--- config.mk ---
export PLATFORM = sky130hd
export DESIGN_NAME = data_ram
export DESIGN_NICKNAME = d
export VERILOG_FILES = /design/src/rv_core_pkg.sv /design/src/data_ram.sv
export SDC_FILE = /design/constraint.sdc
export NUM_CORES = 1
export LEC_CHECK = 0
export BUFFER_PORTS_ARGS = -buffer_cell sky130_fd_sc_hd__buf_2
export CAP_MARGIN = 30
export CORE_MARGIN = 5
export CORE_UTILIZATION = 45
export CTS_CLUSTER_SIZE = 10
export DETAILED_ROUTE_END_ITERATION = 8
export GPL_ROUTABILITY_DRIVEN = 0
export PLACE_DENSITY = 0.65
export SYNTH_ARGS = -nofsm -noshare
export SYNTH_HDL_FRONTEND = slang
export SYNTH_SLANG_ARGS = --single-unit
--- constraint.sdc ---
create_clock -name clk -period 19.2 [get_ports clk]
set_input_delay 3.84 -clock clk [delete_from_list [all_inputs] [get_ports clk]]
set_output_delay 3.84 -clock clk [all_outputs]
set_load 0.005 [all_outputs]
--- src/rv_core_pkg.sv ---
package rv_core_pkg;

    localparam int XLEN = 64;

    typedef logic [XLEN-1:0] xlen_t;
    typedef logic [31:0]     instr_t;
    typedef logic [4:0]      reg_idx_t;

    localparam int DRAM_WORDS   = 32;
    localparam int DRAM_IDX_LSB = 3;                // doubleword aligned

    typedef logic [$clog2(DRAM_WORDS)-1:0] dram_idx_t;

    // major opcodes of the kept subset
    localparam logic [6:0] OP_REG    = 7'b0110011;
    localparam logic [6:0] OP_IMM    = 7'b0010011;
    localparam logic [6:0] OP_LUI    = 7'b0110111;
    localparam logic [6:0] OP_LOAD   = 7'b0000011;
    localparam logic [6:0] OP_STORE  = 7'b0100011;
    localparam logic [6:0] OP_SYSTEM = 7'b1110011;

    localparam logic [2:0] F3_ADD   = 3'b000;
    localparam logic [2:0] F3_SLL   = 3'b001;
    localparam logic [2:0] F3_SLT   = 3'b010;
    localparam logic [2:0] F3_SLTU  = 3'b011;
    localparam logic [2:0] F3_XOR   = 3'b100;
    localparam logic [2:0] F3_SR    = 3'b101;   // srl and sra
    localparam logic [2:0] F3_OR    = 3'b110;
    localparam logic [2:0] F3_AND   = 3'b111;
    localparam logic [2:0] F3_DWORD = 3'b011;   // ld / sd width

    localparam logic [6:0] F7_BASE = 7'b0000000;
    localparam logic [6:0] F7_ALT  = 7'b0100000; // sub, sra

    localparam instr_t EBREAK_WORD = 32'h0010_0073;

    typedef enum logic [3:0] {
        ADD, SUB, AND, OR, XOR, SLL, SRL, SRA, SLT, SLTU, PASS_B
    } alu_op_e;

    typedef enum logic [1:0] {REGFILE, FROM_MEM, FROM_WB} src_sel_e;

    typedef enum logic [1:0] {IDLE, FULL, ACKED} intake_state_e;

    typedef struct packed {
        reg_idx_t rs1;
        reg_idx_t rs2;
        reg_idx_t rd;
        xlen_t    imm;
        logic     use_imm;
        alu_op_e  alu_op;
        logic     is_load;
        logic     is_store;
        logic     reg_we;
        logic     is_ebreak;
    } decoded_t;

    typedef struct packed {
        reg_idx_t rd;
        xlen_t    result;
        xlen_t    store_data;
        logic     is_load;
        logic     is_store;
        logic     reg_we;
        logic     is_ebreak;
    } ex_mem_t;

    typedef struct packed {
        reg_idx_t rd;
        xlen_t    data;
        logic     reg_we;
        logic     is_ebreak;
    } mem_wb_t;

    typedef struct packed {
        reg_idx_t rd;
        xlen_t    data;
    } retire_t;

endpackage

--- src/data_ram.sv ---
`timescale 1ns/1ps

module data_ram import rv_core_pkg::*; (
    input  logic      clk,
    input  dram_idx_t idx_i,
    input  logic      we_i,
    input  xlen_t     wdata_i,
    output xlen_t     rdata_o
);

    xlen_t mem [DRAM_WORDS];

    always_ff @(posedge clk) begin
        if (we_i) begin
            mem[idx_i] <= wdata_i;              // full doubleword only
        end
    end

    assign rdata_o = mem[idx_i];                // async read, feeds MEM forwarding

endmodule

==> impl_metrics.env <==
export IMPL_sequentialPowerShare=0.551
export IMPL_io_buffer_count=134
export IMPL_average_routed_wire_per_standard_cell_um=30.0
export IMPL_drive_above_1_share=0.123
export IMPL_vdd_ir_drop_max_v=0.0000768
export IMPL_clkTransAtPathRegs_ns=0.06
export IMPL_critical_path_slowest_cell="buf_4"
export IMPL_asyncSetResetFlopFracSynth=0
export IMPL_synth_commonest_cells="2048 x edfxtp_1, 1024 x mux2i_1, 512 x o22ai_1"
export IMPL_path_class="primary input to output port"
export IMPL_max_slew_worst_pin_slew_ns=1.14
export IMPL_setup_violations=0
export IMPL_cts_buffers_inserted=224
export IMPL_design_core_area_um2=172000
export IMPL_timing_final_max_slew_violations=0
export IMPL_tritoncts="built"
export IMPL_worst_path_dominant_cell_family="buffers and inverters"
export IMPL_place_hpwl_um=98000
export IMPL_critPathRequiredTime_ns=15.36
export IMPL_hold_viol_final=0
export IMPL_globalRoute_totalOverflow=0
export IMPL_synth_top_area_frac=0.793
export IMPL_power_static_leakage_nw=30.0
export IMPL_cts_root_buffer_cell="clkbuf_16"
export IMPL_placement_rows=152
export IMPL_worst_endpoint_arrival_ns=7.75
export IMPL_most_common_cell_on_crit_path="buf_12"
export IMPL_sw_frac_of_total=0.208
export IMPL_dieArea_um2=181000
export IMPL_synthToLayoutAreaGrowth_pct=12.7
export IMPL_vias_in_the_first_global_route=39600
export IMPL_timing_slew_headroom=0.242
export IMPL_syn_inst=4072
export IMPL_htreeDepth=4
export IMPL_registers_top_by_ff_count="mem"
export IMPL_ys_seq_area_frac=0.793
export IMPL_postSynthRegisterBits=2048
export IMPL_post_cts_hold_buffer_count=0
export IMPL_antenna_found_initial=16
export IMPL_placedCellCount=6390
export IMPL_number_of_vias_in_the_routed_layout=40200
export IMPL_timing_hold_worst_class="primary input to flop"
export IMPL_netSwitchingPower_w=0.00188
export IMPL_initial_core_util=0.452
export IMPL_maximum_number_of_pins_on_one_net_before_global_route_repair=148
export IMPL_drtIter0Drc=4482
export IMPL_timing_critical_path_to_type="output port"
export IMPL_cellPowerDensity_nw_per_um2=104
export IMPL_grt_usage=0.218
export IMPL_cp_buffers_inverters=4
export IMPL_final_net_count=4382
export IMPL_yosys_warnings=0
export IMPL_largest_register_ffs=2048
export IMPL_startpoint_type="primary input"
export IMPL_power_combinational_fraction=0.044
export IMPL_synth_fp_nets=4143
export IMPL_max_fo_critical_path=137
export IMPL_timing_max_cap_violations=0
export IMPL_synthDominantAreaCellType="edfxtp_1"
export IMPL_yosysMostFrequentCell="edfxtp_1"
export IMPL_biggestRegsByFlops="mem (2048)"
export IMPL_yosys_cell_types=21
export IMPL_antenna_nets_post_route=0
export IMPL_yosys_top_cells_area="edfxtp_1 79%, mux2i_1 13%, o22ai_1 4.1%, buf_2 1.2%, nor4_1 1.0%"
export IMPL_grt_setup_unrepaired="false"
export IMPL_routed_via_density=6.04
export IMPL_die_y_um=425
export IMPL_share_clk_of_total_power=0.405
export IMPL_fin_cells=6663
export IMPL_drc=0
export IMPL_filler_cell_count=13600
export IMPL_syn_avg_cell_area_um2=19.1
export IMPL_ctsLongestPathBuffers=3
export IMPL_post_synth_instance_area_um2=77600
export IMPL_power_report_internal_total_w=0.00717
export IMPL_fin_crit_sh=0.604
export IMPL_cts_sinks=2048
export IMPL_synth_enable_flop_cells=2048
export IMPL_min_period_ns=11.59
export IMPL_fmax_ghz=0.0863
export IMPL_cts_resized=0
export IMPL_totalWireLength_um=200000
export IMPL_drt_pass1_iterations=5
export IMPL_global_route_wire_length_before_repair_um=285000
export IMPL_path_cells="buf_12 -> buf_4 -> buf_12 -> mux2i_1 -> o22ai_1 -> nor4_1 -> nand2_1 -> buf_2"
export IMPL_fin_setup_tns_ns=0
export IMPL_slowest_delay_ns=0.80
export IMPL_die_width_um=425
export IMPL_outcome="finished, final reports clean"
export IMPL_postSynth_topFlopCell="edfxtp_1"
export IMPL_cts_post_setup_buffers_inserted=0
export IMPL_ios=135
metrics by stage:
stage           util  instance area, um2  power, W  setup slack, ns  hold slack (ns)
2_1_floorplan      -               77600   0.00529             9.42             3.94
3_3_place_gp   0.472               81000   0.00547             7.48             4.32
3_5_place_dp   0.474               81300   0.00548             7.47             4.33
4_1_cts        0.509               87300   0.00911             7.47             3.42
5_1_grt        0.510               87400   0.00932             7.47             3.45
6_report       0.510               87400   0.00905             7.61             3.48
area by class of cell:
type                            count  area, um2  share of cell area
Antenna cell                       14       35.0            0.000401
Clock buffer                      236       5650              0.0646
Clock inverter                     18        317             0.00362
Multi-Input combinational cell   1789      15200               0.174
Sequential cell                  2048      61500               0.703
Tap cell                         2310       2890              0.0331
Timing Repair Buffer              248       1830              0.0210
cells in the final DEF (no fill, tap or decap), drive strengths merged, types with 2 or more instances in the layout:
cell,instances
nand4b,4
nand2,66
clkbuf,236
nand3b,4
or3b,3
edfxtp,2048
nor3,4
nor2,29
nand3,2
diode,14
o22ai,512
mux2i,1024
inv,8
nor4,128
or4b,4
buf,248
nand4bb,6
clkinv,9
power by group through the flow:
stage / Combinational (W) / Clock, W / Sequential, W
after floorplan: 0.000213 / 0 / 0.00508
after global placement: 0.000389 / 0 / 0.00508
after detailed placement: 0.000397 / 0 / 0.00508
after CTS: 0.000398 / 0.00373 / 0.00499
after global routing: 0.000422 / 0.00391 / 0.00499
final: 0.000395 / 0.00367 / 0.00499
path summary, 6_finish.rpt:
check	from	endpoint	slack, ns	depth (start not counted)
setup / recovery	idx_i[1]	rdata_o[10]	7.61	8
hold / removal	wdata_i[46]	mem[22][46]	3.48	1
kinds of logic after synthesis:
family | after synthesis | share of synthesized area
DFF | 2048 | 0.793
muxes | 1024 | 0.132
AOI/OAI and AO/OA | 512 | 0.0413
and+or+nand+nor | 253 | 0.0181
buffers and inverters | 235 | 0.0158
routing by layer:
metal / track usage / vias up / share of wire / routed length, um
met4: 0.0671 / 0 / 0.029 / 5700
met5: 0 / - / 0 / 0
li1: - / 17100 / - / -
met2: 0.356 / 1676 / 0.48 / 96600
met1: 0.300 / 21100 / 0.41 / 82300
met3: 0.0395 / 358 / 0.075 / 15000
Note: power is estimated with default switching activity, not from simulation.
