File: src/rv_core_pkg.sv
package rv_core_pkg;

    localparam int XLEN = 64;

    typedef logic [XLEN-1:0] xlen_t;
    typedef logic [31:0]     instr_t;
    typedef logic [4:0]      reg_idx_t;

    localparam int DRAM_WORDS   = 32;
    localparam int DRAM_IDX_LSB = 3;                // doubleword aligned

    typedef logic [$clog2(DRAM_WORDS)-1:0] dram_idx_t;

    // major opcodes of the kept subset
    localparam logic [6:0] OP_REG    = 7'b0110011;
    localparam logic [6:0] OP_IMM    = 7'b0010011;
    localparam logic [6:0] OP_LUI    = 7'b0110111;
    localparam logic [6:0] OP_LOAD   = 7'b0000011;
    localparam logic [6:0] OP_STORE  = 7'b0100011;
    localparam logic [6:0] OP_SYSTEM = 7'b1110011;

    localparam logic [2:0] F3_ADD   = 3'b000;
    localparam logic [2:0] F3_SLL   = 3'b001;
    localparam logic [2:0] F3_SLT   = 3'b010;
    localparam logic [2:0] F3_SLTU  = 3'b011;
    localparam logic [2:0] F3_XOR   = 3'b100;
    localparam logic [2:0] F3_SR    = 3'b101;   // srl and sra
    localparam logic [2:0] F3_OR    = 3'b110;
    localparam logic [2:0] F3_AND   = 3'b111;
    localparam logic [2:0] F3_DWORD = 3'b011;   // ld / sd width

    localparam logic [6:0] F7_BASE = 7'b0000000;
    localparam logic [6:0] F7_ALT  = 7'b0100000; // sub, sra

    localparam instr_t EBREAK_WORD = 32'h0010_0073;

    typedef enum logic [3:0] {
        ADD, SUB, AND, OR, XOR, SLL, SRL, SRA, SLT, SLTU, PASS_B
    } alu_op_e;

    typedef enum logic [1:0] {REGFILE, FROM_MEM, FROM_WB} src_sel_e;

    typedef enum logic [1:0] {IDLE, FULL, ACKED} intake_state_e;

    typedef struct packed {
        reg_idx_t rs1;
        reg_idx_t rs2;
        reg_idx_t rd;
        xlen_t    imm;
        logic     use_imm;
        alu_op_e  alu_op;
        logic     is_load;
        logic     is_store;
        logic     reg_we;
        logic     is_ebreak;
    } decoded_t;

    typedef struct packed {
        reg_idx_t rd;
        xlen_t    result;
        xlen_t    store_data;
        logic     is_load;
        logic     is_store;
        logic     reg_we;
        logic     is_ebreak;
    } ex_mem_t;

    typedef struct packed {
        reg_idx_t rd;
        xlen_t    data;
        logic     reg_we;
        logic     is_ebreak;
    } mem_wb_t;

    typedef struct packed {
        reg_idx_t rd;
        xlen_t    data;
    } retire_t;

endpackage

File: src/alu.sv
`timescale 1ns/1ps

module alu import rv_core_pkg::*; (
    input  alu_op_e op_i,
    input  xlen_t   a_i,
    input  xlen_t   b_i,
    output xlen_t   result_o
);

    localparam int SHW = $clog2(XLEN);

    logic [SHW-1:0] shamt;

    assign shamt = b_i[SHW-1:0];                // low 6 bits only

    always_comb begin
        case (op_i)
            ADD:     result_o = a_i + b_i;
            SUB:     result_o = a_i - b_i;
            AND:     result_o = a_i & b_i;
            OR:      result_o = a_i | b_i;
            XOR:     result_o = a_i ^ b_i;
            SLL:     result_o = a_i << shamt;
            SRL:     result_o = a_i >> shamt;
            SRA:     result_o = xlen_t'($signed(a_i) >>> shamt);
            SLT:     result_o = {{(XLEN-1){1'b0}}, $signed(a_i) < $signed(b_i)};
            SLTU:    result_o = {{(XLEN-1){1'b0}}, a_i < b_i};
            PASS_B:  result_o = b_i;                // lui
            default: result_o = '0;
        endcase
    end

endmodule

File: config.mk
export PLATFORM = sky130hd
export DESIGN_NAME = alu
export DESIGN_NICKNAME = d
export VERILOG_FILES = /design/src/rv_core_pkg.sv /design/src/alu.sv
export SDC_FILE = /design/constraint.sdc
export NUM_CORES = 1
export LEC_CHECK = 0
export ABC_AREA = 1
export BUFFER_PORTS_ARGS = -buffer_cell sky130_fd_sc_hd__clkbuf_2
export CAP_MARGIN = 30
export CORE_UTILIZATION = 35
export DETAILED_ROUTE_END_ITERATION = 6
export PLACE_DENSITY = 0.5
export REMOVE_ABC_BUFFERS = 1
export SYNTH_ARGS = -nofsm -noshare
export SYNTH_HDL_FRONTEND = slang
export SYNTH_SLANG_ARGS = --single-unit
File: constraint.sdc
create_clock -name vclk -period 3.9
set_clock_uncertainty 0.1 [all_clocks]
set_input_delay 0.195 -clock vclk [all_inputs]
set_output_delay 0.195 -clock vclk [all_outputs]
set_load 0.05 [all_outputs]
==> impl_metrics.env <==
export IMPL_violations="DRC"
export IMPL_area_delta_synth_final_pct=12.90
export IMPL_place_congestion=1.092
export IMPL_crit_path_end="result_o[58]"
export IMPL_track_usage_pct=44.78
export IMPL_fillers=7968
export IMPL_synth_top_family_by_area="simple AND/OR/NAND/NOR gates"
export IMPL_die_height_um=260.3
export IMPL_drv_slew=0
export IMPL_io_pins=196
export IMPL_cts_hold_buf=0
export IMPL_finish_utilization_pct=40.03
export IMPL_crit_type="input pin to output port"
export IMPL_worstHoldPathType="input pin to output port"
export IMPL_dieArea_um2=67750
export IMPL_synth_cell_types=47
export IMPL_via_count=35038
export IMPL_nClkBuffers=0
export IMPL_routedWlPerCell_um=26.46
export IMPL_wl_um=158100
export IMPL_grt_pass1_wl_um=218800
export IMPL_start_kind="input pin"
export IMPL_synth_compound_area_share_pct=13.62
export IMPL_grt_pass1_vias=31023
export IMPL_p_leak_nw=15.24
export IMPL_setup_viol=0
export IMPL_fmax_ghz=0.2656
export IMPL_status="finished with violations"
export IMPL_antenna_cells=0
export IMPL_dpl_hpwl_um=134000
export IMPL_cp_startpoint="b_i[0]"
export IMPL_holdWs_ns=0.9305
export IMPL_ys_seq_area_share_pct=0
export IMPL_overflow=0
export IMPL_path_max_fanout=24
export IMPL_cp_slowest_cell="nor2_1"
export IMPL_port_buffers=196
export IMPL_drtIter0Drc=5472
export IMPL_critPathMaxStageDelay_ns=0.42
export IMPL_grt_max_degree=143
export IMPL_start_util_pct=35.45
export IMPL_dr_pass1_iters=7
export IMPL_synth_top_area_cell="nand2_1"
export IMPL_cts_setup_buffers=0
export IMPL_critPathMostFrequentCell="nand2_1"
export IMPL_yosysWarnings=0
export IMPL_seqCellArea_um2=0
export IMPL_p_per_area_nw_per_um2=171.6
export IMPL_rsz0062_at_grt="false"
export IMPL_cts_resized_gates=0
export IMPL_crit_arrival_ns=3.47
export IMPL_critPathRequiredTime_ns=3.61
export IMPL_post_route_drc_count=6
export IMPL_design_seq_count=0
export IMPL_final_nets=5443
export IMPL_tightest_slew_ns=0.9066
export IMPL_synth_area_mux_share_pct=0.08573
export IMPL_core_um2=65860
export IMPL_synth_xor_area_share_pct=0.1500
export IMPL_drive_gt1_share_pct=7.808
export IMPL_period_share_pct=96.55
export IMPL_crit_path_end_kind="output port"
export IMPL_synthesis_area_um2=23350
export IMPL_fp_row_count=94
export IMPL_drtAntennaViolNets=0
export IMPL_fin_tns_setup_ns=0
export IMPL_ir_drop_mv=0.09687
export IMPL_via_per_inst=5.865
export IMPL_synth_area_per_cell_um2=4.692
export IMPL_yosysTopAreaCellShare_pct=27.83
export IMPL_ys_top_cells_by_area="nand2_1 28%, nand3_1 21%, inv_1 12%"
export IMPL_path_cells="buf_2 -> buf_4 -> inv_2 -> ha_1 -> or2_2 -> and2_1 -> nand2_1 -> nand2_1 -> nand3_1 -> nand3_1 -> nand2_1 -> nand2_1 -> nor2_1 -> nand3_1 -> buf_12"
export IMPL_p_total_mw=4.523
export IMPL_maxCapViolCount=0
export IMPL_synthSimpleGateAreaFrac_pct=58.88
export IMPL_die_w_um=260.3
export IMPL_synth_cells=4977
export IMPL_grt_antenna_before_repair=4
export IMPL_hold_viol=0
export IMPL_synth_adder_area_share_pct=10.73
export IMPL_fin_crit_ns=3.765
export IMPL_maxSlewHeadroom_pct=39.49
-- how the worst min path moves through the flow --
stage	slack [ns]	cells past startpoint	to	startpoint
final	0.93	6	result_o[13]	b_i[13]
after global routing	0.98	6	result_o[13]	b_i[13]
after CTS	0.92	6	result_o[13]	b_i[13]
after detailed placement	0.92	6	result_o[13]	b_i[13]
after global placement	0.90	6	result_o[13]	b_i[13]
after floorplan	0.61	2	result_o[3]	b_i[5]
-- worst max-delay path: cells and delay by family --
family / cells / cell delay [ns]
buffers and inverters: 4 / 1.04
and+or+nand+nor: 10 / 1.91
adders and majority gates: 1 / 0.30
-- cells in the mapped netlist (all sizes together) --
library cell	instances
a211oi	2
a21boi	3
a21o	3
a21oi	208
a221oi	23
a22o	1
a31o	2
a31oi	4
and2	19
and3	1
buf	156
clkbuf	75
clkinv	2
fa	2
ha	197
inv	738
mux2i	2
nand2	1734
nand3	981
nand3b	7
nand4	52
nor2	388
nor3	45
nor3b	1
nor4	11
o2111ai	4
o211ai	31
o21a	8
o21ai	174
o21bai	20
o221ai	4
o22ai	69
or2	6
xor2	4
-- through the flow --
| stage | instance area [um2] | worst slack, ns | instances |
|---|---|---|---|
| CTS | 26360 | 0.3516 | 5974 |
| finish | 26360 | 0.1347 | 5974 |
| detailed placement | 26360 | 0.3540 | 5974 |
| floorplan | 22270 | -1.127 | 4746 |
| global route | 26360 | 0.1572 | 5974 |
| global placement | 26360 | 0.3999 | 5974 |
-- cell families (layout without fill, tap and decap cells) --
family,Yosys count,in the layout
AND/OR/NAND/NOR,3245,3245
buffers and inverters,971,1104
AO/OA/AOI/OAI,556,556
adder cells (fa/ha/maj),199,199
XOR/XNOR,4,4
multiplexers,2,2
-- report_power, final --
part / switching, mW / internal [mW] / leakage [nW]
sequential: 0 / 0 / 0
combinational: 3.27 / 1.26 / 15.2
clock: 0 / 0 / 0
-- area by class of cell --
type / count / area, um2 / area share [%]
multi-input cells: 4006 / 19510 / 74.02
repair buffers: 364 / 2983 / 11.31
well taps: 864 / 1081 / 4.101
inverters: 740 / 2785 / 10.56
-- cells in the final DEF (no fill, tap or decap), types with 4 or more instances in the layout --
cell	Yosys	final
o211ai_1	29	29
o21a_1	8	8
o21bai_1	20	20
a221oi_1	23	23
nor3_1	45	45
o221ai_1	4	4
o22ai_1	69	69
o21ai_1	26	26
nand2_1	1731	1729
inv_2	9	8
xor2_1	4	4
nand3_1	981	981
a21oi_1	208	208
ha_1	197	197
clkbuf_2	8	153
nor2_1	380	376
and2_1	18	18
nor2_2	7	9
nor4_1	11	11
o21ai_0	148	148
o2111ai_1	4	4
a31oi_1	4	4
inv_1	729	729
buf_4	10	158
nand3b_1	7	7
nand2_2	3	5
buf_12	0	51
nand4_1	52	52
-- routing by layer --
metal | global-route usage, % | part of all wire, %
met4 | 34.23 | 9.3
met3 | 9.198 | 11
met1 | 59.19 | 40
met2 | 63.13 | 39
met5 | 0 | 0.0082
No activity file was read; power rests on OpenSTA's default activity.
