**src/rv_core_pkg.sv**
```systemverilog
package rv_core_pkg;

    localparam int XLEN = 64;

    typedef logic [XLEN-1:0] xlen_t;
    typedef logic [31:0]     instr_t;
    typedef logic [4:0]      reg_idx_t;

    localparam int DRAM_WORDS   = 32;
    localparam int DRAM_IDX_LSB = 3;                // doubleword aligned

    typedef logic [$clog2(DRAM_WORDS)-1:0] dram_idx_t;

    // major opcodes of the kept subset
    localparam logic [6:0] OP_REG    = 7'b0110011;
    localparam logic [6:0] OP_IMM    = 7'b0010011;
    localparam logic [6:0] OP_LUI    = 7'b0110111;
    localparam logic [6:0] OP_LOAD   = 7'b0000011;
    localparam logic [6:0] OP_STORE  = 7'b0100011;
    localparam logic [6:0] OP_SYSTEM = 7'b1110011;

    localparam logic [2:0] F3_ADD   = 3'b000;
    localparam logic [2:0] F3_SLL   = 3'b001;
    localparam logic [2:0] F3_SLT   = 3'b010;
    localparam logic [2:0] F3_SLTU  = 3'b011;
    localparam logic [2:0] F3_XOR   = 3'b100;
    localparam logic [2:0] F3_SR    = 3'b101;   // srl and sra
    localparam logic [2:0] F3_OR    = 3'b110;
    localparam logic [2:0] F3_AND   = 3'b111;
    localparam logic [2:0] F3_DWORD = 3'b011;   // ld / sd width

    localparam logic [6:0] F7_BASE = 7'b0000000;
    localparam logic [6:0] F7_ALT  = 7'b0100000; // sub, sra

    localparam instr_t EBREAK_WORD = 32'h0010_0073;

    typedef enum logic [3:0] {
        ADD, SUB, AND, OR, XOR, SLL, SRL, SRA, SLT, SLTU, PASS_B
    } alu_op_e;

    typedef enum logic [1:0] {REGFILE, FROM_MEM, FROM_WB} src_sel_e;

    typedef enum logic [1:0] {IDLE, FULL, ACKED} intake_state_e;

    typedef struct packed {
        reg_idx_t rs1;
        reg_idx_t rs2;
        reg_idx_t rd;
        xlen_t    imm;
        logic     use_imm;
        alu_op_e  alu_op;
        logic     is_load;
        logic     is_store;
        logic     reg_we;
        logic     is_ebreak;
    } decoded_t;

    typedef struct packed {
        reg_idx_t rd;
        xlen_t    result;
        xlen_t    store_data;
        logic     is_load;
        logic     is_store;
        logic     reg_we;
        logic     is_ebreak;
    } ex_mem_t;

    typedef struct packed {
        reg_idx_t rd;
        xlen_t    data;
        logic     reg_we;
        logic     is_ebreak;
    } mem_wb_t;

    typedef struct packed {
        reg_idx_t rd;
        xlen_t    data;
    } retire_t;

endpackage

```
**src/decoder.sv**
```systemverilog
`timescale 1ns/1ps

module decoder import rv_core_pkg::*; (
    input  instr_t   instr_i,
    input  logic     valid_i,
    output decoded_t dec_o
);

    logic [6:0] opcode;
    logic [2:0] funct3;
    logic [6:0] funct7;
    reg_idx_t   rs1;
    reg_idx_t   rs2;
    reg_idx_t   rd;
    xlen_t      imm_i;
    xlen_t      imm_s;
    xlen_t      imm_u;
    alu_op_e    arith_op;
    logic       reg_ok;
    logic       imm_ok;

    assign opcode = instr_i[6:0];
    assign rd     = instr_i[11:7];
    assign funct3 = instr_i[14:12];
    assign rs1    = instr_i[19:15];
    assign rs2    = instr_i[24:20];
    assign funct7 = instr_i[31:25];

    assign imm_i = {{(XLEN-12){instr_i[31]}}, instr_i[31:20]};
    assign imm_s = {{(XLEN-12){instr_i[31]}}, instr_i[31:25], instr_i[11:7]};
    assign imm_u = {{(XLEN-32){instr_i[31]}}, instr_i[31:12], 12'b0};

    // mul/div and other funct7 values fall out here
    assign reg_ok = (funct7 == F7_BASE) ||
                    (funct7 == F7_ALT && (funct3 == F3_ADD || funct3 == F3_SR));
    // rv64 shifts carry a 6-bit shamt, funct6 above it
    assign imm_ok = (funct3 == F3_SLL) ? (instr_i[31:26] == 6'b000000) :
                    (funct3 == F3_SR)  ? (instr_i[31:26] == 6'b000000 ||
                                          instr_i[31:26] == 6'b010000) : 1'b1;

    always_comb begin
        case (funct3)
            F3_ADD:  arith_op = (opcode == OP_REG && funct7[5]) ? SUB : ADD;
            F3_SLL:  arith_op = SLL;
            F3_SLT:  arith_op = SLT;
            F3_SLTU: arith_op = SLTU;
            F3_XOR:  arith_op = XOR;
            F3_SR:   arith_op = funct7[5] ? SRA : SRL;
            F3_OR:   arith_op = OR;
            default: arith_op = AND;
        endcase
    end

    always_comb begin
        dec_o = '0;                             // bubble unless recognised
        if (valid_i) begin
            case (opcode)
                OP_REG: if (reg_ok) begin
                    dec_o.rs1    = rs1;
                    dec_o.rs2    = rs2;
                    dec_o.rd     = rd;
                    dec_o.alu_op = arith_op;
                    dec_o.reg_we = (rd != '0);
                end
                OP_IMM: if (imm_ok) begin
                    dec_o.rs1     = rs1;
                    dec_o.rd      = rd;
                    dec_o.imm     = imm_i;
                    dec_o.use_imm = 1'b1;
                    dec_o.alu_op  = arith_op;
                    dec_o.reg_we  = (rd != '0);
                end
                OP_LUI: begin
                    dec_o.rd      = rd;
                    dec_o.imm     = imm_u;
                    dec_o.use_imm = 1'b1;
                    dec_o.alu_op  = PASS_B;
                    dec_o.reg_we  = (rd != '0);
                end
                OP_LOAD: if (funct3 == F3_DWORD) begin
                    dec_o.rs1     = rs1;
                    dec_o.rd      = rd;
                    dec_o.imm     = imm_i;
                    dec_o.use_imm = 1'b1;       // address = rs1 + imm
                    dec_o.is_load = 1'b1;
                    dec_o.reg_we  = (rd != '0);
                end
                OP_STORE: if (funct3 == F3_DWORD) begin
                    dec_o.rs1      = rs1;
                    dec_o.rs2      = rs2;
                    dec_o.imm      = imm_s;
                    dec_o.use_imm  = 1'b1;
                    dec_o.is_store = 1'b1;
                end
                OP_SYSTEM: dec_o.is_ebreak = (instr_i == EBREAK_WORD);
                default: ;
            endcase
        end
    end

endmodule

```
**config.mk**
```make
export PLATFORM = sky130hd
export DESIGN_NAME = decoder
export DESIGN_NICKNAME = d
export VERILOG_FILES = /design/src/rv_core_pkg.sv /design/src/decoder.sv
export SDC_FILE = /design/constraint.sdc
export NUM_CORES = 1
export LEC_CHECK = 0
export BUFFER_PORTS_ARGS = -buffer_cell sky130_fd_sc_hd__buf_2
export CORE_MARGIN = 4
export CORE_UTILIZATION = 30
export DETAILED_ROUTE_END_ITERATION = 16
export PLACE_DENSITY = 0.8
export SLEW_MARGIN = 20
export SYNTH_ARGS = -nofsm -noshare
export SYNTH_HDL_FRONTEND = slang
export SYNTH_SLANG_ARGS = --single-unit
```
**constraint.sdc**
```tcl
create_clock -name vclk -period 2.15
set_input_delay 0.1075 -clock vclk [all_inputs]
set_output_delay 0.1075 -clock vclk [all_outputs]
set_load 0.02 [all_outputs]
```
==> flow_results.xml <==
<?xml version="1.0" encoding="UTF-8"?>
<metrics>
  <group name="power_and_ir_drop">
    <metric name="switching_portion_of_total_power" unit="">0.612</metric>
    <metric name="share_of_power_burned_in_combinational_logic" unit="">1.000</metric>
    <metric name="p_int" unit="mW">0.0539</metric>
    <metric name="switchingPower" unit="mW">0.0851</metric>
    <metric name="power.ir.vdd_worst" unit="mV">0.0460</metric>
    <metric name="p_leak" unit="nW">1.12</metric>
    <metric name="power_density" unit="nW/um^2">87.8</metric>
    <metric name="seq_power_share" unit="">0</metric>
    <metric name="pwr-share-clk" unit="">0</metric>
  </group>
  <group name="clock_network">
    <metric name="post_cts.resized_instances" unit="">0</metric>
    <metric name="cts-hold-fix-buffers" unit="">0</metric>
    <metric name="cts.repair_timing.setup_buffer_count" unit="">0</metric>
  </group>
  <group name="timing">
    <metric name="worst_slew_margin_rel" unit="">0.742</metric>
    <metric name="final.setup.tns" unit="ns">0</metric>
    <metric name="fmax" unit="MHz">524</metric>
    <metric name="slew_of_the_pin_with_the_lowest_slew_margin" unit="ns">0.386</metric>
    <metric name="final_hold_viol_count" unit="">0</metric>
    <metric name="layout_worst_path_cycle_share" unit="">0.887</metric>
    <metric name="report.final.setup_viol" unit="">0</metric>
    <metric name="rsz0062_at_grt" unit="">no</metric>
    <metric name="layout_min_cycle_time" unit="ns">1.91</metric>
    <metric name="max_transition_viols_final" unit="">0</metric>
  </group>
  <group name="logic_synthesis">
    <metric name="synthTopCellsByArea" unit="">buf_4 (22%), a21o_1 (12%), and2_1 (7.3%)</metric>
    <metric name="synth_sequential_area_ratio" unit="">0</metric>
    <metric name="synth-warning-count" unit="">0</metric>
    <metric name="synthDominantCellAreaShare" unit="">0.218</metric>
    <metric name="cells_after_synth" unit="">164</metric>
    <metric name="total_nets_after_synthesis" unit="">197</metric>
    <metric name="yosysUniqueCellTypes" unit="">49</metric>
    <metric name="synthesis.area_per_instance" unit="um^2">7.35</metric>
    <metric name="post_synthesis_instance_area" unit="um^2">1200</metric>
    <metric name="post-synth-top-area-cell" unit="">buf_4</metric>
  </group>
  <group name="place">
    <metric name="portBuffers" unit="">121</metric>
    <metric name="gp_routability_congestion" unit="">0.866</metric>
    <metric name="dp.final_hpwl" unit="um">3710</metric>
  </group>
  <group name="layout">
    <metric name="area.growth.synth_to_final" unit="%">31.4</metric>
    <metric name="seq_cells" unit="">0</metric>
    <metric name="final-seq-area" unit="um^2">0</metric>
    <metric name="nets" unit="">283</metric>
    <metric name="drive_above_1_share" unit="">0.585</metric>
    <metric name="utilization" unit="">0.420</metric>
    <metric name="diodes" unit="">0</metric>
    <metric name="final.clkbuf_count" unit="">0</metric>
  </group>
  <group name="worst_setup_path">
    <metric name="worstSetupStartpointType" unit="">primary input</metric>
    <metric name="critical_path_required" unit="ns">2.04</metric>
    <metric name="critical_path_peak_fanout" unit="">33</metric>
    <metric name="worstSetupEndpointType" unit="">primary output</metric>
    <metric name="crit_chain" unit="">buf_2, and2b_1, nand4_2, a31o_2, a21oi_2, and2_2, buf_2</metric>
    <metric name="timing.critical_path.mode_cell" unit="">buf_2</metric>
    <metric name="critPathSlowestCell" unit="">and2_2</metric>
    <metric name="arrival" unit="ns">1.80</metric>
    <metric name="cp_num_buf_inv" unit="">2</metric>
    <metric name="cpLargestDelayFamily" unit="">simple AND/OR/NAND/NOR gates</metric>
    <metric name="crit_type" unit="">primary input to primary output</metric>
    <metric name="slowest_stage_delay_on_critical_path" unit="ns">0.39</metric>
  </group>
  <group name="drt">
    <metric name="vias_per_cell" unit="">4.99</metric>
    <metric name="drtIter0Drc" unit="">88</metric>
    <metric name="dr_total_vias" unit="">1477</metric>
    <metric name="wl_per_cell" unit="um">14.7</metric>
    <metric name="drc" unit="">0</metric>
    <metric name="antenna_violating_nets_post_route" unit="">0</metric>
    <metric name="drtPass1Iterations" unit="">4</metric>
    <metric name="wirelength" unit="um">4360</metric>
  </group>
  <group name="floorplanning">
    <metric name="core.rowCount" unit="">22</metric>
    <metric name="core" unit="um^2">3770</metric>
    <metric name="io_pins" unit="">121</metric>
    <metric name="chipHeight" unit="um">71.4</metric>
    <metric name="floorplan.die_area" unit="um^2">5090</metric>
    <metric name="initial_core_util" unit="">0.320</metric>
    <metric name="die_w" unit="um">71.4</metric>
  </group>
  <group name="global_route">
    <metric name="pin_count_of_the_biggest_net_entering_global_routing" unit="">34</metric>
    <metric name="first_global_vias" unit="">1378</metric>
    <metric name="grt_pass1_wl" unit="um">6760</metric>
    <metric name="globalRouteTotalUtil" unit="">0.154</metric>
    <metric name="grt-ovfl-total" unit="">0</metric>
    <metric name="antenna_found_initial" unit="">0</metric>
  </group>
  <group name="flow_run">
    <metric name="drv.max_cap_violation_count" unit="">0</metric>
  </group>
  <group name="outcome">
    <metric name="status" unit="">complete, no violations</metric>
  </group>
  <group name="hold_path">
    <metric name="hold_path.class" unit="">primary input to primary output</metric>
  </group>
</metrics>
## per-layer routing
metal | up-vias | GRT usage | wire (um)
met5 | - | 0 | 0
met4 | 0 | 0.0188 | 23
met3 | 4 | 0.0140 | 309
met2 | 67 | 0.280 | 2300
met1 | 669 | 0.201 | 1720
li1 | 737 | - | -
## path summary, 6_finish.rpt
kind | start | end | slack, ns | cells past startpoint
setup / recovery | instr_i[5] | dec_o[49] | 0.24 | 7
hold / removal | instr_i[8] | dec_o[74] | 0.55 | 4
## cell families (layout without fill, tap and decap cells)
kind of cell,count (synthesis),after routing,share of synthesized area
muxes,1,1,0.00935
and+or+nand+nor,77,77,0.417
buffers and inverters,40,124,0.252
AOI/OAI and AO/OA,46,46,0.321
## through the flow
step / power, mW / instance area, um^2 / instances / worst slack [ns] / hold WS, ns
6_report: 0.139 / 1580 / 296 / 0.243 / 0.554
3_5_place_dp: 0.138 / 1580 / 296 / 0.215 / 0.550
5_1_grt: 0.151 / 1580 / 296 / 0.0680 / 0.580
3_3_place_gp: 0.135 / 1580 / 296 / 0.288 / 0.552
4_1_cts: 0.138 / 1580 / 296 / 0.216 / 0.552
2_1_floorplan: 0.0762 / 1210 / 164 / 0.167 / 0.304
## layout make-up
cell class	instances	area, um^2
timing repair buffer	122	613
multi-input combinational	124	902
inverter	2	7.51
tap	48	60.1
fill	422	2190
## cells in the final DEF, fill, tap and decap left out, drive strengths merged, types with 2 or more instances in the layout
cell type,Yosys,final
and3,6,6
a22o,5,5
buf,38,122
nor2b,2,2
nor4b,2,2
o31ai,2,2
a21o,19,19
o21ai,4,4
nand3,5,5
a211oi,2,2
nor3,6,6
nor2,10,10
nand4,2,2
inv,2,2
a22oi,2,2
a21oi,5,5
nand2,12,12
nand2b,2,2
and2,15,15
and2b,3,3
nor4,5,5
## cell usage after synthesis (all sizes together), types with 2 or more instances
cell type and instances:
nor3 6, nor4b 2, a211oi 2, nor2 10
inv 2, a21oi 5, nor4 5, and2b 3
a21o 19, o31ai 2, a22o 5, o21ai 4
nand3 5, nand4 2, nand2b 2, nand2 12
and3 6, buf 38, nor2b 2, a22oi 2
and2 15
## power groups by stage
stage	Clock, mW	Combinational, mW	Sequential [mW]
floorplan	0	0.0762	0
global placement	0	0.135	0
detailed placement	0	0.138	0
CTS	0	0.138	0
global route	0	0.151	0
finish	0	0.139	0
Power figures use the tool's default switching activity.
