[src/rv_core_pkg.sv]
package rv_core_pkg;

    localparam int XLEN = 64;

    typedef logic [XLEN-1:0] xlen_t;
    typedef logic [31:0]     instr_t;
    typedef logic [4:0]      reg_idx_t;

    localparam int DRAM_WORDS   = 32;
    localparam int DRAM_IDX_LSB = 3;                // doubleword aligned

    typedef logic [$clog2(DRAM_WORDS)-1:0] dram_idx_t;

    // major opcodes of the kept subset
    localparam logic [6:0] OP_REG    = 7'b0110011;
    localparam logic [6:0] OP_IMM    = 7'b0010011;
    localparam logic [6:0] OP_LUI    = 7'b0110111;
    localparam logic [6:0] OP_LOAD   = 7'b0000011;
    localparam logic [6:0] OP_STORE  = 7'b0100011;
    localparam logic [6:0] OP_SYSTEM = 7'b1110011;

    localparam logic [2:0] F3_ADD   = 3'b000;
    localparam logic [2:0] F3_SLL   = 3'b001;
    localparam logic [2:0] F3_SLT   = 3'b010;
    localparam logic [2:0] F3_SLTU  = 3'b011;
    localparam logic [2:0] F3_XOR   = 3'b100;
    localparam logic [2:0] F3_SR    = 3'b101;   // srl and sra
    localparam logic [2:0] F3_OR    = 3'b110;
    localparam logic [2:0] F3_AND   = 3'b111;
    localparam logic [2:0] F3_DWORD = 3'b011;   // ld / sd width

    localparam logic [6:0] F7_BASE = 7'b0000000;
    localparam logic [6:0] F7_ALT  = 7'b0100000; // sub, sra

    localparam instr_t EBREAK_WORD = 32'h0010_0073;

    typedef enum logic [3:0] {
        ADD, SUB, AND, OR, XOR, SLL, SRL, SRA, SLT, SLTU, PASS_B
    } alu_op_e;

    typedef enum logic [1:0] {REGFILE, FROM_MEM, FROM_WB} src_sel_e;

    typedef enum logic [1:0] {IDLE, FULL, ACKED} intake_state_e;

    typedef struct packed {
        reg_idx_t rs1;
        reg_idx_t rs2;
        reg_idx_t rd;
        xlen_t    imm;
        logic     use_imm;
        alu_op_e  alu_op;
        logic     is_load;
        logic     is_store;
        logic     reg_we;
        logic     is_ebreak;
    } decoded_t;

    typedef struct packed {
        reg_idx_t rd;
        xlen_t    result;
        xlen_t    store_data;
        logic     is_load;
        logic     is_store;
        logic     reg_we;
        logic     is_ebreak;
    } ex_mem_t;

    typedef struct packed {
        reg_idx_t rd;
        xlen_t    data;
        logic     reg_we;
        logic     is_ebreak;
    } mem_wb_t;

    typedef struct packed {
        reg_idx_t rd;
        xlen_t    data;
    } retire_t;

endpackage

[src/forward_unit.sv]
`timescale 1ns/1ps

module forward_unit import rv_core_pkg::*; (
    input  reg_idx_t rs1_i,
    input  reg_idx_t rs2_i,
    input  reg_idx_t ex_rd_i,
    input  logic     ex_reg_we_i,
    input  logic     ex_is_load_i,
    input  ex_mem_t  mem_i,
    input  mem_wb_t  wb_i,
    output src_sel_e sel_a_o,
    output src_sel_e sel_b_o,
    output logic     stall_o
);

    logic ex_hit;

    // youngest producer wins, x0 never forwarded
    function automatic src_sel_e pick(reg_idx_t rs, ex_mem_t m, mem_wb_t w);
        src_sel_e sel;
        sel = REGFILE;
        if (rs != '0) begin
            if (m.reg_we && m.rd == rs) begin
                sel = FROM_MEM;
            end else if (w.reg_we && w.rd == rs) begin
                sel = FROM_WB;
            end
        end
        return sel;
    endfunction

    assign sel_a_o = pick(rs1_i, mem_i, wb_i);
    assign sel_b_o = pick(rs2_i, mem_i, wb_i);

    assign ex_hit = (ex_rd_i == rs1_i) || (ex_rd_i == rs2_i);

    // load data only exists once the load sits in MEM
    assign stall_o = ex_is_load_i && ex_reg_we_i && (ex_rd_i != '0) && ex_hit;

endmodule

[config.mk]
export PLATFORM = sky130hd
export DESIGN_NAME = forward_unit
export DESIGN_NICKNAME = d
export VERILOG_FILES = /design/src/rv_core_pkg.sv /design/src/forward_unit.sv
export SDC_FILE = /design/constraint.sdc
export NUM_CORES = 1
export LEC_CHECK = 0
export ABC_AREA = 1
export BUFFER_PORTS_ARGS = -buffer_cell sky130_fd_sc_hd__buf_2
export CAP_MARGIN = 15
export CORE_AREA = 2 2 89 91
export DETAILED_ROUTE_END_ITERATION = 16
export DIE_AREA = 0 0 91 93
export SLEW_MARGIN = 20
export SYNTH_ARGS = -nofsm -noshare
export SYNTH_HDL_FRONTEND = slang
export SYNTH_SLANG_ARGS = --single-unit
export TNS_END_PERCENT = 50
[constraint.sdc]
create_clock -name vclk -period 0.8
set_input_delay 0.08 -clock vclk [all_inputs]
set_output_delay 0.08 -clock vclk [all_outputs]
set_load 0.005 [all_outputs]
==> results of run 1 <==
==> cell usage after synthesis <==
cell	n
sky130_fd_sc_hd__nand2_1	42
sky130_fd_sc_hd__inv_1	19
sky130_fd_sc_hd__nor2_1	13
sky130_fd_sc_hd__nand3_1	10
sky130_fd_sc_hd__xnor2_1	8
sky130_fd_sc_hd__a21oi_1	4
sky130_fd_sc_hd__nor3_1	4
sky130_fd_sc_hd__o21ai_0	3
sky130_fd_sc_hd__inv_2	2
sky130_fd_sc_hd__nand4_1	2
sky130_fd_sc_hd__or2_0	2
sky130_fd_sc_hd__a21boi_2	1
sky130_fd_sc_hd__nand3b_1	1
sky130_fd_sc_hd__o211ai_1	1
sky130_fd_sc_hd__o22ai_1	1
sky130_fd_sc_hd__xor2_1	1
==> logic make-up (layout without fill, tap and decap cells) <==
logic type	Yosys count	in the layout	share of synthesized area, %
AND/OR/NAND/NOR	74	74	58.7
buffers and inverters	21	59	15.0
AO/OA/AOI/OAI	10	10	11.4
XOR/XNOR	9	9	15.0
==> power groups by stage <==
stage / Combinational (mW) / Sequential [mW] / Clock, mW
2_1_floorplan: 0.183 / 0 / 0
3_3_place_gp: 0.355 / 0 / 0
3_5_place_dp: 0.355 / 0 / 0
4_1_cts: 0.410 / 0 / 0
5_1_grt: 0.521 / 0 / 0
6_report: 0.471 / 0 / 0
==> final timing paths <==
check / endpoint / slack, ps
min: stall_o / 490
max: sel_b_o[1] / -120
==> through the flow <==
step	cell area (um^2)	setup slack [ps]	hold WS [ps]	total power, mW
2_1_floorplan	527	126	259	0.183
3_3_place_gp	832	-225	497	0.355
3_5_place_dp	832	-236	497	0.355
4_1_cts	926	-144	496	0.410
5_1_grt	1030	-235	511	0.521
6_report	1030	-121	486	0.471
==> cell type report <==
class                           instances  area [um^2]
Fill cell                             905         6490
Inverter                               21         98.8
Multi-Input combinational cell         93          510
Tap cell                              102          128
Timing Repair Buffer                   38          295
==> repair_timing <==
item                       in CTS  in global routing
gates cloned                    0                  0
gates resized for setup        30                 27
setup endpoints to repair       5                  5
setup buffers                   1                  2
pin swaps                      11                 12
==> layer usage <==
metal  vias to the layer above  wire [um]
met3                         0        158
met1                       358       1260
met4                         0          0
met2                        26       1230
met5                         -          0
li1                        437          -
==> impl_summary.md, run 1 <==
Min path
The worst hold path belongs to the class input port to primary output. Counting instances, the worst hold path has a depth of 4. The start point of the worst hold path is ex_is_load_i.

Layout
The final core utilization is 13.7%. The number of antenna diodes in the final layout is 0. The area growth from synthesis to layout is 96.0%. The sequential cell area is 0 um^2. The layout cell share with drive strength beyond 1 is 40.1%. The library cells used most frequently in the layout, excluding fill and tap cells, are sky130_fd_sc_hd__nand2_1, sky130_fd_sc_hd__buf_2, sky130_fd_sc_hd__nor2_1. The total of clock buffers placed in the layout is 0.

The most frequent standard cell in the layout excluding fill and tap cells is sky130_fd_sc_hd__nand2_1. The count of sequential standard cells is 0. The number of standard cells in the final layout excluding fillers is 254. The total number of nets in the final design is 379.

Timing
In the post-route analysis, the smallest setup slack over all paths is -121 ps. Measured against its own limit, the worst slew margin works out to 87.6%. Setup violations remaining at the end of the flow were counted as 5. The final critical-path required period is 921 ps. The number of endpoints with negative hold slack in the final report is 0. At the pin with the least slew margin, the transition time is 185 ps. Setup repair after global routing could not meet its margin everywhere.

The final sum of negative setup slack is -542 ps. The timing-limited maximum frequency is 1.09 GHz. The final critical-path share of the clock period is 115%. The number of slew-limit violations in the final report is 0.

GRT
The met3 track utilization from global routing is 0.967%. The number of antenna violations at the first check in global routing is 0. Entering global routing, the biggest net connects 7 pins. Global routing consumed, on the met2 layer, 10.4% of the routing resources. The total overflow left after global routing is 0. The most crowded layer after global routing is met2. The first global-routing pass estimated 4080 um of wire. Global routing used 8.34% of the available met1 tracks. The number of global-route vias before repair is 785. The overall routing resource usage is 6.01%.

Route
The total wire length is 2640 um. The mean number of vias per cell is 3.23. The count of TritonRoute iterations in the first routing pass is 4.

The DRC violation count after routing is 0. The average wire per cell in the routed design is 10.4 um. The DRC marker count from the first detailed-route iteration is 47. The detail route stage leaves a number of antenna-violating nets equal to 0. The detailed router placed 821 vias in this run.

Synthesis
By area the synthesized netlist is led by sky130_fd_sc_hd__nand2_1, sky130_fd_sc_hd__inv_1, sky130_fd_sc_hd__xnor2_1. During synthesis, Yosys emitted a total of 0 warnings. The synthesized design spends more area on one cell type than any other, namely sky130_fd_sc_hd__nand2_1.

The cell area after technology mapping is 527 um^2. The distinct cell type count of the synthesized netlist is 16. Sequential cells were found to cover 0% of the synthesized design area. The number of cells produced by synthesis is 114.

The average footprint of a synthesized cell is 4.62 um^2. When the netlist entered floorplanning its net count stood at 339. In this run the biggest area consumer among cell types represents 29.9% of the synthesized area.

Critical path
The sum of buffers and inverters on the critical path is 2. For this design, the slowest cell found on the critical path is sky130_fd_sc_hd__xnor2_2. The biggest cell delay along the critical path is 170 ps.

The launch point of the worst path is mem_i[136]. The family with the most delay on the worst path is simple AND/OR/NAND/NOR gates. The endpoint type of the worst setup path is a primary output. The critical path runs through a total of 6 cells. STA classifies the critical path startpoint as an input port. STA puts the critical path data required time at 720 ps. Of all nets on the critical path, the largest fanout is 2.

The critical path is of the input port to primary output type. Traced cell by cell, the critical path runs through buf_2 -> xnor2_2 -> nand3b_1 -> nor2_1 -> nor2_1 -> buf_2. Data on the critical path arrives at its endpoint at 840 ps.

Power and ir drop
Sequential cells burn 0% of the power. The net switching power is 0.241 mW. The power per standard cell area is 456 nW/um^2. Net switching is 51.3% of the power. The standby leakage power is 0.512 nW. The internal portion of total power is 0.230 mW.

The maximum vdd ir drop is 93.0 uV. The part of the power in the clock network is 0%. The combinational share of power is 100.0%.

Floorplanning
From left edge to right edge, the die measures 91 um. The initial core utilization is 7.00%. From bottom edge to top edge, the die measures 93 um. The floorplan step defined a die boundary enclosing 8460 um^2. The I/O pin count is 230. The floorplan core area is 7530 um^2. The floorplan has 32 rows.

Placed design
Buffers placed on the I/O ports in this run total 34. The global placement routability congestion is 0.858. Detailed placement finished with a half-perimeter wire length of 2220 um. The total instance count after detailed placement is 251.

Run
Across the run, the number of max-cap violations was 0.

Clocking
Buffers inserted to repair hold after CTS numbered 0.

Run status
The final reports fail on negative setup slack. The flow ran to the end, but the final reports show violations.
(Power assumes the default switching activity.)
==> inputs of run 2 (changes only) <==
--- a/config.mk
+++ b/config.mk
@@ -12,4 +12,6 @@
 export DETAILED_ROUTE_END_ITERATION = 16
 export DIE_AREA = 0 0 91 93
+export GPL_ROUTABILITY_DRIVEN = 0
+export MAX_ROUTING_LAYER = met4
 export SLEW_MARGIN = 20
 export SYNTH_ARGS = -nofsm -noshare
==> constraint.sdc (replaced) <==
create_clock -name vclk -period 0.8
set_input_delay 0.24 -clock vclk [all_inputs]
set_output_delay 0.24 -clock vclk [all_outputs]
set_load 0.005 [all_outputs]
==> impl_summary.md, run 2 (synthesis results as in run 1) <==
Power and ir drop
The proportion of total power due to net switching is 49.2%. Sequential cells account for 0% of the total power. The maximum vdd ir drop is 111 uV. Internal power comes to 0.255 mW. For this design the ratio of total power to cell area is 456 nW/um^2.

The part of the power in the clock network is 0%. The design draws 0.502 mW. The net switching power is 0.247 mW.

The standby leakage power is 0.544 nW. Per report_power, the combinational group accounts for 100.0% of the total.

Critical path
The slowest stage cell on the critical path is sky130_fd_sc_hd__nand4_1. The arrival time of data at the critical path endpoint is 1050 ps. The required time at the worst-slack endpoint is 560 ps. The endpoint type of the worst setup path is a primary output. The critical path is of the input port to primary output type. The biggest cell delay along the critical path is 160 ps. The startpoint class of the critical path is an input port. The most numerous cell type found on the critical path is sky130_fd_sc_hd__nor2_1. The largest driver fanout on the critical path is 3. Traced cell by cell, the critical path runs through buf_8 -> buf_6 -> a21oi_2 -> nand4_1 -> nor2_1 -> nor2_1 -> buf_2.

Timing
Setup repair after global routing could not meet its margin everywhere. The actual transition at the worst max-transition pin is 181 ps. The final critical-path share of the clock period is 162%. The final sum of negative setup slack is -2310 ps. The final number of setup-violating endpoints is 5. The number of endpoints with negative hold slack in the final report is 0. The timing-limited maximum frequency is 0.773 GHz. The number of slew-limit violations in the final report is 0.

The tightest hold path in the finished design has a slack of 830 ps. The final critical-path required period is 1290 ps. In this run the tightest slew margin relative to its limit is 87.9%. Setup slack on the critical path of the routed design comes to -494 ps.

Layout
Measured on the finished design, the core utilization comes to 14.6%. The antenna diode count is 0. Relative to the synthesized area, the layout overhead comes to 109%. The sequential cell area is 0 um^2. In the layout the commonest cells are sky130_fd_sc_hd__nand2_1, sky130_fd_sc_hd__buf_2, sky130_fd_sc_hd__buf_4.

Of the cells placed in the final design, the portion with a size suffix greater than 1 is 44.9%. The number of standard cells in the final layout excluding fillers is 260. The total number of nets in the final design is 385.

The count of sequential standard cells is 0. The most frequent standard cell in the layout excluding fill and tap cells is sky130_fd_sc_hd__nand2_1. The layout has 0 clock buffers.

Clocking
The hold buffer count at CTS is 0.

GRT
The first global-routing pass estimated 3940 um of wire. The number of global-route vias before repair is 807. The overall routing resource usage is 5.91%. The number of antenna violations at the first check in global routing is 0.

The total overflow left after global routing is 0. Entering global routing, the biggest net connects 7 pins.

Route
The final layout contains routed wiring with a total length of 2560 um. The average wire per cell in the routed design is 9.86 um. The number of vias in the routed layout is 840. The count of TritonRoute iterations in the first routing pass is 4. In this run, the number of DRC markers left after iteration 0 of detailed routing was 46.

The count of nets left with antenna violations after detail routing is 0. The mean number of vias per cell is 3.23. After detailed routing, the number of remaining DRC violations is 0.

Placed design
The detailed placement HPWL is 2320 um. The number of placed instances, taps included, is 258. Input and output buffers added on the ports amount to 34.

Min path
In this run the worst hold path is classified as input port to primary output.

Floorplanning
The floorplan die width is 91 um. In this run the count of I/O pins placed on the die edge is 230. Row generation in the floorplan step produced 32 rows. The die height is 93 um. The floorplan step defined a die boundary enclosing 8460 um^2. The initial core utilization is 7.00%. The floorplan core area is 7530 um^2.

Run
The number of max-cap violations is 0.

Run status
The final reports fail on negative setup slack. The run finished, with violations left.
-- run 2: cell types whose count changed in the layout (fill, tap and decap cells not counted), sizes merged --
cell,before,now
buf,38,44
-- run 2: timing repair --
| action | in CTS | in global routing |
|---|---|---|
| setup endpoints to repair | 5 | 5 |
| pin swaps | 13 | 19 |
| resized for setup | 18 | 40 |
| setup buffers | 0 | 2 |
-- run 2: worst paths after layout --
path	start	to	slack (ps)	cells past startpoint
max	rs2_i[3]	sel_b_o[1]	-490	7
min	ex_is_load_i	stall_o	830	4
-- run 2: worst max-delay path, delay by kind of cell --
family	cells	cell delay, ps
AO/OA/AOI/OAI	1	120
buffers and inverters	3	330
AND/OR/NAND/NOR	3	350
-- run 2: metal layers --
metal,vias to the layer above,GRT usage (%),wire length (um)
met5,-,-,0
met4,0,0,0
met3,0,0.403,134
met2,26,9.44,1150
met1,370,8.72,1280
li1,444,-,-
-- run 2: layout make-up --
class                      count  area (um^2)
inverter                      21          101
multi-input combinational     93          519
tap                          102          128
fill                         893         6430
timing repair buffer          44          353
-- run 2: stage by stage --
| stage | setup slack, ps | cell area (um^2) |
|---|---|---|
| final | -494 | 1100 |
| after floorplan | -185 | 553 |
| after CTS | -486 | 967 |
| after global routing | -566 | 1100 |
| after detailed placement | -568 | 911 |
| after global placement | -555 | 911 |
-- run 2: power by group through the flow --
stage / clock network (mW) / registers, mW / logic (mW)
2_1_floorplan: 0 / 0 / 0.191
3_3_place_gp: 0 / 0 / 0.396
3_5_place_dp: 0 / 0 / 0.396
4_1_cts: 0 / 0 / 0.428
5_1_grt: 0 / 0 / 0.551
6_report: 0 / 0 / 0.502
